$ cat src/logic/rv_mem_pkg.sv
`default_nettype none

package rv_mem_pkg;

    // instruction memory byte address.
    localparam int ADDR_W = 32;

    // one memory word per request.
    localparam int DATA_W = 32;

    // address bits below the word boundary.
    localparam int WORD_OFF = 2;

endpackage

`default_nettype wire

$ cat src/logic/rv_isa_pkg.sv
`default_nettype none

package rv_isa_pkg;

    // program counter and full instruction width.
    localparam int XLEN = 32;

    // one buffer entry, the size of a compressed instruction.
    localparam int HALF_W = 16;

    // low opcode bits of a 32-bit instruction.
    // anything else is compressed.
    localparam logic [1:0] OPC_FULL = 2'b11;

    // first fetch address out of reset.
    localparam logic [XLEN-1:0] RESET_PC = 32'h0000_0000;

endpackage

`default_nettype wire
$ cat src/logic/rv_fetch_top.sv
`timescale 1ns/1ns
`default_nettype none

module rv_fetch_top
#(
    parameter int BUF_ADDR_W = 2
)
(
    input  wire                             i_clk,
    input  wire                             i_reset_n,
    input  wire                             i_redirect,
    input  wire [rv_isa_pkg::XLEN-1:0]      i_redirect_pc,
    input  wire                             i_imem_ack,
    input  wire [rv_mem_pkg::DATA_W-1:0]    i_imem_data,
    input  wire                             i_decode_ready,
    output logic                            o_imem_req,
    output logic [rv_mem_pkg::ADDR_W-1:0]   o_imem_addr,
    output logic [rv_isa_pkg::XLEN-1:0]     o_instr,
    output logic                            o_instr_valid,
    output logic [rv_isa_pkg::XLEN-1:0]     o_pc
);

    logic [rv_isa_pkg::XLEN-1:0]    fetch_pc_next;
    logic                           pc_select;
    logic                           fetch_pc1;
    logic                           ack;
    logic                           free_dword_or_more;
    logic [2:0]                     pc_incr;

    rv_fetch_ctrl u_ctrl
    (
        .i_clk                  (i_clk),
        .i_reset_n              (i_reset_n),
        .i_redirect             (i_redirect),
        .i_redirect_pc          (i_redirect_pc),
        .i_imem_ack             (i_imem_ack),
        .i_free_dword_or_more   (free_dword_or_more),
        .i_pc_incr              (pc_incr),
        .o_imem_req             (o_imem_req),
        .o_imem_addr            (o_imem_addr),
        .o_fetch_pc_next        (fetch_pc_next),
        .o_pc_select            (pc_select),
        .o_fetch_pc1            (fetch_pc1),
        .o_ack                  (ack)
    );

    // decode only looks at the valid strobe, so ready stays inside.
    rv_fetch_buf #(
        .BUF_ADDR_W             (BUF_ADDR_W)
    ) u_buf
    (
        .i_clk                  (i_clk),
        .i_reset_n              (i_reset_n),
        .i_pc_select            (pc_select),
        .i_ack                  (ack),
        .i_decode_ready         (i_decode_ready),
        .i_data                 (i_imem_data),
        .i_fetch_pc1            (fetch_pc1),
        .i_fetch_pc_next        (fetch_pc_next),
        .o_free_dword_or_more   (free_dword_or_more),
        .o_pc_incr              (pc_incr),
        .o_pc                   (o_pc),
        .o_instr                (o_instr),
        .o_instr_valid          (o_instr_valid),
        .o_instr_ready          ()
    );

endmodule

`default_nettype wire

$ cat src/logic/rv_fetch_buf.sv
`timescale 1ns/1ns
`default_nettype none

module rv_fetch_buf
#(
    parameter int BUF_ADDR_W = 2
)
(
    input  wire                             i_clk,
    input  wire                             i_reset_n,
    input  wire                             i_pc_select,
    input  wire                             i_ack,
    input  wire                             i_decode_ready,
    input  wire [rv_mem_pkg::DATA_W-1:0]    i_data,
    input  wire                             i_fetch_pc1,
    input  wire [rv_isa_pkg::XLEN-1:0]      i_fetch_pc_next,
    output logic                            o_free_dword_or_more,
    output logic [2:0]                      o_pc_incr,
    output logic [rv_isa_pkg::XLEN-1:0]     o_pc,
    output logic [rv_isa_pkg::XLEN-1:0]     o_instr,
    output logic                            o_instr_valid,
    output logic                            o_instr_ready
);

    localparam int DEPTH_N = 2 ** BUF_ADDR_W;
    localparam int CNT_W = BUF_ADDR_W + 1;
    localparam int Q_W = DEPTH_N * rv_isa_pkg::HALF_W;
    localparam int HW = rv_isa_pkg::HALF_W;
    localparam logic [CNT_W-1:0] DEPTH = CNT_W'(DEPTH_N);

    // halfword queue, entry 0 in the low bits is the head.
    logic [Q_W-1:0]                 queue_q;
    logic [Q_W-1:0]                 queue_shift;
    logic [Q_W-1:0]                 queue_next;
    logic [CNT_W-1:0]               free_cnt;
    logic [CNT_W-1:0]               free_after_pop;
    logic [CNT_W-1:0]               free_cnt_next;
    logic [CNT_W-1:0]               pop_amt;
    logic [CNT_W-1:0]               push_amt;
    logic [CNT_W-1:0]               wr_idx;
    logic [rv_isa_pkg::XLEN-1:0]    pc;
    logic [rv_isa_pkg::XLEN-1:0]    pc_next;
    logic                           fetch_pc1_q;
    logic                           decode_ready_q;
    logic                           move;
    logic                           head_comp;
    logic                           pop_word;
    logic                           pop_dword;
    logic                           push_word;
    logic                           push_dword;

    // a whole instruction sits at the head of a queue holding used entries.
    function automatic logic instr_held(input logic [1:0] opc, input logic [CNT_W-1:0] used);
        instr_held = (used != '0) && ((opc != rv_isa_pkg::OPC_FULL) || (used > CNT_W'(1)));
    endfunction

    assign head_comp = (queue_q[1:0] != rv_isa_pkg::OPC_FULL);

    assign push_dword = i_ack & !fetch_pc1_q;
    assign push_word = i_ack & fetch_pc1_q;
    assign pop_dword = move & !head_comp;
    assign pop_word = move & head_comp;

    assign pop_amt = pop_dword ? CNT_W'(2) : (pop_word ? CNT_W'(1) : '0);
    assign push_amt = push_dword ? CNT_W'(2) : (push_word ? CNT_W'(1) : '0);

    // pops go first, so a push lands right behind what is left.
    assign free_after_pop = free_cnt + pop_amt;
    assign wr_idx = DEPTH - free_after_pop;
    assign free_cnt_next = i_pc_select ? DEPTH : (free_after_pop - push_amt);

    assign queue_shift = pop_dword ? (queue_q >> (2 * HW)) :
                         pop_word  ? (queue_q >> HW) :
                                     queue_q;

    always_comb
    begin
        queue_next = queue_shift;
        for (int i = 0; i < DEPTH_N; i++)
        begin
            if (push_word && (CNT_W'(i) == wr_idx))
                queue_next[i*HW +: HW] = i_data[rv_mem_pkg::DATA_W-1:HW];
            if (push_dword && (CNT_W'(i) == wr_idx))
                queue_next[i*HW +: HW] = i_data[HW-1:0];
            if (push_dword && (CNT_W'(i) == wr_idx + CNT_W'(1)))
                queue_next[i*HW +: HW] = i_data[rv_mem_pkg::DATA_W-1:HW];
        end
    end

    assign pc_next = i_pc_select ? i_fetch_pc_next :
                     pop_dword   ? pc + rv_isa_pkg::XLEN'(4) :
                     pop_word    ? pc + rv_isa_pkg::XLEN'(2) :
                                   pc;

    always_ff @(posedge i_clk)
    begin
        queue_q <= queue_next;
    end

    always_ff @(posedge i_clk)
    begin
        if (!i_reset_n)
        begin
            free_cnt <= DEPTH;
            pc <= i_fetch_pc_next;
            fetch_pc1_q <= 1'b0;
            decode_ready_q <= 1'b0;
            move <= 1'b0;
        end
        else
        begin
            free_cnt <= free_cnt_next;
            pc <= pc_next;
            fetch_pc1_q <= i_fetch_pc1;
            decode_ready_q <= i_decode_ready;
            // judged on the state after this edge, so a popped head is not sent twice.
            move <= decode_ready_q & instr_held(queue_next[1:0], DEPTH - free_cnt_next);
        end
    end

    // a half word fetch moves the fetch address onto the next word boundary.
    assign o_pc_incr = fetch_pc1_q ? 3'd2 : 3'd4;
    assign o_free_dword_or_more = (free_cnt_next > CNT_W'(1));

    assign o_instr_ready = instr_held(queue_q[1:0], DEPTH - free_cnt);
    assign o_instr_valid = move & !i_pc_select;
    assign o_instr = o_instr_valid ? queue_q[2*HW-1:0] : '0;
    assign o_pc = pc;

endmodule

`default_nettype wire

$ cat src/logic/rv_fetch_ctrl.sv
`timescale 1ns/1ns
`default_nettype none

module rv_fetch_ctrl
(
    input  wire                             i_clk,
    input  wire                             i_reset_n,
    input  wire                             i_redirect,
    input  wire [rv_isa_pkg::XLEN-1:0]      i_redirect_pc,
    input  wire                             i_imem_ack,
    input  wire                             i_free_dword_or_more,
    input  wire [2:0]                       i_pc_incr,
    output logic                            o_imem_req,
    output logic [rv_mem_pkg::ADDR_W-1:0]   o_imem_addr,
    output logic [rv_isa_pkg::XLEN-1:0]     o_fetch_pc_next,
    output logic                            o_pc_select,
    output logic                            o_fetch_pc1,
    output logic                            o_ack
);

    logic [rv_isa_pkg::XLEN-1:0]    fetch_pc;
    logic                           in_flight;
    logic                           stale;

    // request is on the bus this cycle, its acknowledge comes next cycle.
    assign o_imem_req = in_flight;

    assign o_imem_addr = {fetch_pc[rv_mem_pkg::ADDR_W-1:rv_mem_pkg::WORD_OFF],
                          {rv_mem_pkg::WORD_OFF{1'b0}}};

    // halfword-aligned target, only the upper half of the word is wanted.
    assign o_fetch_pc1 = fetch_pc[1];

    assign o_pc_select = i_redirect;
    assign o_fetch_pc_next = i_redirect ? i_redirect_pc : rv_isa_pkg::RESET_PC;

    // an acknowledge for the old stream never reaches the buffer.
    assign o_ack = i_imem_ack & !stale & !i_redirect;

    always_ff @(posedge i_clk)
    begin
        if (!i_reset_n)
        begin
            fetch_pc <= rv_isa_pkg::RESET_PC;
            in_flight <= 1'b0;
            stale <= 1'b0;
        end
        else
        begin
            if (i_redirect)
                fetch_pc <= i_redirect_pc;
            else if (o_ack)
                fetch_pc <= fetch_pc + rv_isa_pkg::XLEN'(i_pc_incr);

            // one request at a time, and only with room for a whole word.
            in_flight <= !in_flight & i_free_dword_or_more;

            // the request now on the bus belongs to the old stream.
            stale <= i_redirect & in_flight;
        end
    end

endmodule

`default_nettype wire

$ cat config.mk
export PLATFORM = sky130hd
export DESIGN_NAME = rv_fetch_top
export DESIGN_NICKNAME = d
export VERILOG_FILES = /design/src/logic/rv_mem_pkg.sv /design/src/logic/rv_isa_pkg.sv /design/src/logic/rv_fetch_top.sv /design/src/logic/rv_fetch_buf.sv /design/src/logic/rv_fetch_ctrl.sv
export SDC_FILE = /design/constraint.sdc
export NUM_CORES = 1
export LEC_CHECK = 0
export ABC_AREA = 1
export CORE_MARGIN = 5
export CORE_UTILIZATION = 52
export DETAILED_ROUTE_END_ITERATION = 10
export DONT_BUFFER_PORTS = 1
export PLACE_DENSITY = 0.64
export SYNTH_ARGS = -nofsm -noshare
export SYNTH_HDL_FRONTEND = slang
export SYNTH_HIERARCHICAL = 1
export SYNTH_SLANG_ARGS = --single-unit
$ cat constraint.sdc
create_clock -name i_clk -period 3.8 [get_ports i_clk]
set_input_delay 0 -clock i_clk [delete_from_list [all_inputs] [get_ports i_clk]]
set_output_delay 0 -clock i_clk [all_outputs]
set_load 0.02 [all_outputs]
-- Yosys cells after proc, flatten, opt, wreduce, memory -nomap -nowiden
Cells that the tools add are included.
- add/sub/neg operators: 8
- multipliers: 0
- divide/modulo/power cells: 0
- magnitude comparators: 2
- equality and inequality tests: 9
- shift operators: 0
- muxes and demuxes: 28
- bitwise operators: 10
- reduce and logical (&&, ||, !) cells: 27
- operator list (operator ; count):
    $mux W32 ; 8
    $mux W16 ; 12
    $mux W64 ; 2
    $add A32 B2 Y32 const B ; 1
    $add A32 B3 Y32 ; 1
    $add A32 B3 Y32 const B ; 1
    $reduce_bool A5 Y1 ; 4
    $logic_and A1 B1 Y1 ; 13
    $eq A2 B3 Y1 const A ; 4
    $mux W3 ; 4
    $and A1 B1 Y1 ; 10
    $eq A1 B3 Y1 const A ; 2
    $gt A3 B1 Y1 const B ; 2
    $logic_not A3 Y1 ; 2
    $sub A3 B3 Y3 const A ; 2
    $logic_not A1 Y1 ; 5
    $ne A2 B2 Y1 const B ; 2
    $ne A4 B1 Y1 const B ; 1
    $add A3 B1 Y3 const B ; 1
    $add A3 B3 Y3 ; 1
    $reduce_bool A3 Y1 ; 1
    $sub A3 B3 Y3 ; 1
    $mux W1 ; 2
    $reduce_bool A2 Y1 ; 1
    $logic_or A1 B1 Y1 ; 1
- bits in registers: 136
- latch bits: 0
- RAM bits: 0
- ROM bits: 0
- input port bits: 69
- output and inout port bits: 98
- logic and storage cells: 97
- memories kept: 0

-- Logic depth before layout (Yosys ltp)
- depth in word-level cells: 15
- gate-level depth with buffers: 18
- mapped depth without buffers: 16

-- Modules after synthesis
Netlist, hierarchy kept.
- modules (own cells, without submodules) (module ; instances ; cells an instance ; area an instance (um^2) ; sequential area each (um^2)):
    rv_fetch_buf ; 1 ; 889 ; 6815.3 ; 2982.9
    rv_fetch_ctrl ; 1 ; 479 ; 2748.9 ; 680.7

-- Least setup slack after synthesis
OpenSTA, ideal clock, no wires.
- path type: reg2reg
- start: reg u_buf.queue_q[0]
- end: reg u_buf.move
- setup time: 112 ps
- arrival time: 3087 ps
- required time: 3688 ps
- path slack: 602 ps
- stages on the path, launching flop included: 17
- buffers on the path: 1
- clock period less this slack: 3198 ps
- cell sequence: dfxtp_1 > nand2_1 > nand2_1 > inv_2 > buf_2 > ha_1 > fa_1 > inv_2 > fa_1 > nor2_1 > inv_1 > ha_1 > ha_1 > nor2_1 > nand2_1 > nor2_1 > nor2_1
- elaborated cells on any way between the ends: 28
- classes of those cells: add/sub: 5; order compare: 1; eq/ne: 2; mux: 8; bitwise: 3; reduce/logical: 9
- RTL lines (item ; RTL line ; RTL):
    from (decl) ; rv_fetch_buf.sv:32 ; logic [Q_W-1:0] queue_q;
    from (signal assigned) ; rv_fetch_buf.sv:97 ; queue_q <= queue_next;
    $ne A2 B2 Y1 (*) ; - ;
    $and A1 B1 Y1 or $logic_not A1 Y1 (tied branches) ; rv_fetch_buf.sv:62, rv_fetch_buf.sv:61 ;
    $mux W1 or $and A1 B1 Y1 (tied branches) ; rv_fetch_buf.sv:64, rv_fetch_buf.sv:61 ;
    $mux W3 (*) ; rv_fetch_buf.sv:64 ; assign pop_amt = pop_dword ? CNT_W'(2) : (pop_word ? CNT_W'(1) : '0);
    $add A3 B3 Y3 (*) ; rv_fetch_buf.sv:68 ; assign free_after_pop = free_cnt + pop_amt;
    $sub A3 B3 Y3 (*) ; rv_fetch_buf.sv:70 ; assign free_cnt_next = i_pc_select ? DEPTH : (free_after_pop - push_amt);
    $mux W3 (*) ; rv_fetch_buf.sv:70 ;
    named net u_buf.free_cnt_next[1] ; rv_fetch_buf.sv:37 ; logic [CNT_W-1:0] free_cnt_next;
    $sub A3 B3 Y3 (*) ; rv_fetch_buf.sv:117 ; move <= decode_ready_q & instr_held(queue_next[1:0], DEPTH - free_cnt_next);
    $gt A3 B1 Y1 ; rv_fetch_buf.sv:54 ; instr_held = (used != '0) && ((opc != rv_isa_pkg::OPC_FULL) || (used > CNT_W'(1)));
    $logic_or A1 B1 Y1 ; rv_fetch_buf.sv:54 ;
    $logic_and A1 B1 Y1 (*) ; rv_fetch_buf.sv:54 ;
    $and A1 B1 Y1 (*) ; rv_fetch_buf.sv:117 ;
    to (signal assigned) ; rv_fetch_buf.sv:117 ;
    to (decl) ; rv_fetch_buf.sv:45 ; logic move;
Mark *: on every way through the listed nets, which the timed path passes. The rest lies on a longest branch. The select of a mux whose other input is x is not followed.
A chain may end at the register's enable or synchronous reset.

-- Worst setup path after layout
- start: reg u_buf.queue_q[0]
- end: reg u_buf.queue_q[61], data pin
- word-level cells in the longest chain between the ends: 11
- elaborated cells on any way between the ends: 18
- classes of those cells: add/sub: 3; eq/ne: 3; mux: 6; bitwise: 2; reduce/logical: 4
- ends and longest elaborated chain (item ; RTL line ; RTL):
    $ne A2 B2 Y1 (*) ; - ;
    parallel branches: the longest is 9 deep, another holds $add A3 B3 Y3 ; - ;
    $mux W16 (*) ; rv_fetch_buf.sv:85 ; if (push_dword && (CNT_W'(i) == wr_idx + CNT_W'(1)))
    named net u_buf.queue_next[61] ; rv_fetch_buf.sv:34 ; logic [Q_W-1:0] queue_next;
Mark *: on every way through the listed nets, which the timed path passes.

==> flow_metrics.env <==
export IMPL_synth_warnings=6
export IMPL_routed_wl_um=31200
export IMPL_hold_ws_ns=0.0654
export IMPL_start_util=0.529
export IMPL_final_cells=1640
export IMPL_worstSkewPairLatency_ns=0.42
export IMPL_placed_cell_area_sq_mm=0.00943
export IMPL_drcViolationCount=0
export IMPL_gp_congestion=0.878
export IMPL_fin_tns_setup_ns=0
export IMPL_grt_overflow=0
export IMPL_timing_fmax_mhz=278
export IMPL_cts_buffers=17
export IMPL_grt_usage=0.285
export IMPL_worstPathMaxFanout=18
export IMPL_max_cap_violations=0
export IMPL_wl_per_cell_um=19.0
export IMPL_syn_area_sq_mm=0.00950
export IMPL_min_path_type="input port to register"
export IMPL_final_period_utilization=0.946
export IMPL_multi_input_area_sq_mm=0.00452
export IMPL_rsz0062_at_grt="false"
export IMPL_grt_pass1_vias=8759
export IMPL_critPathSlowestCell="nand2_1"
export IMPL_ff_latch_area_sq_mm=0.00366
export IMPL_grt_pass1_wl_um=48400
export IMPL_postSynthAreaPerCell_sq_um=6.99
export IMPL_slew_violations=0
export IMPL_syn_to_final_growth_pct=15.0
export IMPL_cts_buffer_depth=2
export IMPL_n_fill_cell=1690
export IMPL_core_area_sq_mm=0.0180
export IMPL_grt_start_max_net_pins=40
export IMPL_synth_cells=1360
export IMPL_tightest_slew_ns=1.22
export IMPL_dpl_hpwl_um=21300
export IMPL_setup_viol=0
export IMPL_path_delay_family="simple AND/OR/NAND/NOR gates"
export IMPL_drtIter0Drc=983
export IMPL_via_per_inst=5.67
export IMPL_cts_num_sinks=136
export IMPL_layout_drive_gt1_share=0.0702
export IMPL_postLayoutCoreUtil=0.608
export IMPL_ant_nets=0
export IMPL_n_antenna_cell=0
export IMPL_numPortBuffers=0
export IMPL_rows=49
export IMPL_cp_end_kind="register"
export IMPL_min_period_ns=3.59
export IMPL_finish_instance_area_sq_mm=0.0109
export IMPL_worstPathCellList="nand2_1, nand2_1, inv_4, ha_1, fa_1, inv_1, nand2_1, nand2_2, inv_1, nand2_1, o221ai_1, dlygate4sd3_1"
export IMPL_design_final_nets=1481
export IMPL_drtPass1Iterations=6
export IMPL_path_clk_slew_ns=0.06
export IMPL_ir_drop_v=0.000383
export IMPL_finalClockSkew_ns=0.0120
export IMPL_h_tree_depth=4
export IMPL_layout_common_cells="365 x nand2_1, 211 x inv_1, 149 x nor2_1"
export IMPL_vias=9298
export IMPL_root_buffer="clkbuf_16"
export IMPL_hold_violations=0
export IMPL_crit_path_start_kind="register"
export IMPL_power_density_mw_per_mm2=396
export IMPL_cts_tree="done"
export IMPL_ios=167
export IMPL_final_common_cell="nand2_1"
export IMPL_worst_ep_arrival_time_ns=3.76
export IMPL_status="complete, no violations"
export IMPL_cts_setup_buffers=0
export IMPL_die_x_um=145
export IMPL_crit_top_cell="nand2_1"
export IMPL_critPathKind="register to register"
export IMPL_critPathRequiredTime_ns=3.97
export IMPL_p_leak_nw=4.82
export IMPL_die_y_um=145
export IMPL_dieArea_sq_mm=0.0211
export IMPL_grt_antenna_before_repair=0
export IMPL_maxSlewHeadroom=0.183
export IMPL_crit_buf_inv=4
export IMPL_dp_cells=1523
export IMPL_max_stage_delay_ns=0.64
==> layer usage <==
| layer | track usage | up-vias | wire, um |
|---|---|---|---|
| met5 | 0 | - | 0 |
| met4 | 0.0779 | 0 | 611 |
| li1 | - | 4439 | - |
| met1 | 0.409 | 4248 | 13300 |
| met2 | 0.419 | 541 | 13600 |
| met3 | 0.0882 | 70 | 3700 |
==> per-stage QoR <==
stage          total power, W  worst slack (ns)
5_1_grt               0.00450            0.0578
3_3_place_gp          0.00242             0.539
4_1_cts               0.00434             0.171
3_5_place_dp          0.00243             0.466
2_1_floorplan         0.00230             0.619
6_report              0.00433             0.207
==> repair_timing <==
item / in CTS / in global routing
endpoints found under the setup margin: 0 / 14
gates resized for setup: 0 / 3
hold buffers: 85 / 0
endpoints found under the hold margin: 126 / 0
==> report_power, final <==
group	switching, W	leakage [nW]	internal, W
Clock	0.000708	0.305	0.00111
Sequential	0.000189	1.32	0.00171
Combinational	0.000396	3.19	0.000211
==> area by class of cell <==
cell class | instances | share of cell area
sequential | 136 | 0.335
timing repair buffer | 103 | 0.0903
tap | 229 | 0.0262
clock buffer | 17 | 0.0389
clock inverter | 15 | 0.0196
inverter | 221 | 0.0762
multi-input combinational | 919 | 0.413
==> flip-flops by register name, indices dropped and copies added (netlist names) <==
| register | count |
|---|---|
| u_buf/queue_q | 64 |
| u_ctrl/o_imem_req | 1 |
| u_buf/free_cnt | 3 |
| u_ctrl/fetch_pc | 32 |
| u_buf/move | 1 |
| u_buf/decode_ready_q | 1 |
| u_ctrl/stale | 1 |
| u_buf/fetch_pc1_q | 1 |
| u_buf/o_pc | 32 |
==> tightest hold or removal path, delay by kind of cell <==
kind	cells	cell delay (ns)
AND/OR/NAND/NOR	2	0.13
buffers and inverters	1	0.24
AO/OA/AOI/OAI	1	0.05
==> path summary, 6_finish.rpt <==
check	start	endpoint	slack, ns	cells after the start
max	u_buf/queue_q[0]	u_buf/queue_q[61]	0.21	12
min	i_redirect	u_ctrl/fetch_pc[13]	0.07	4
max reg2reg	u_buf/queue_q[0]	u_buf/queue_q[61]	0.21	12
min reg2reg	u_buf/decode_ready_q	u_buf/move	0.45	2
Power figures use the tool's default switching activity.
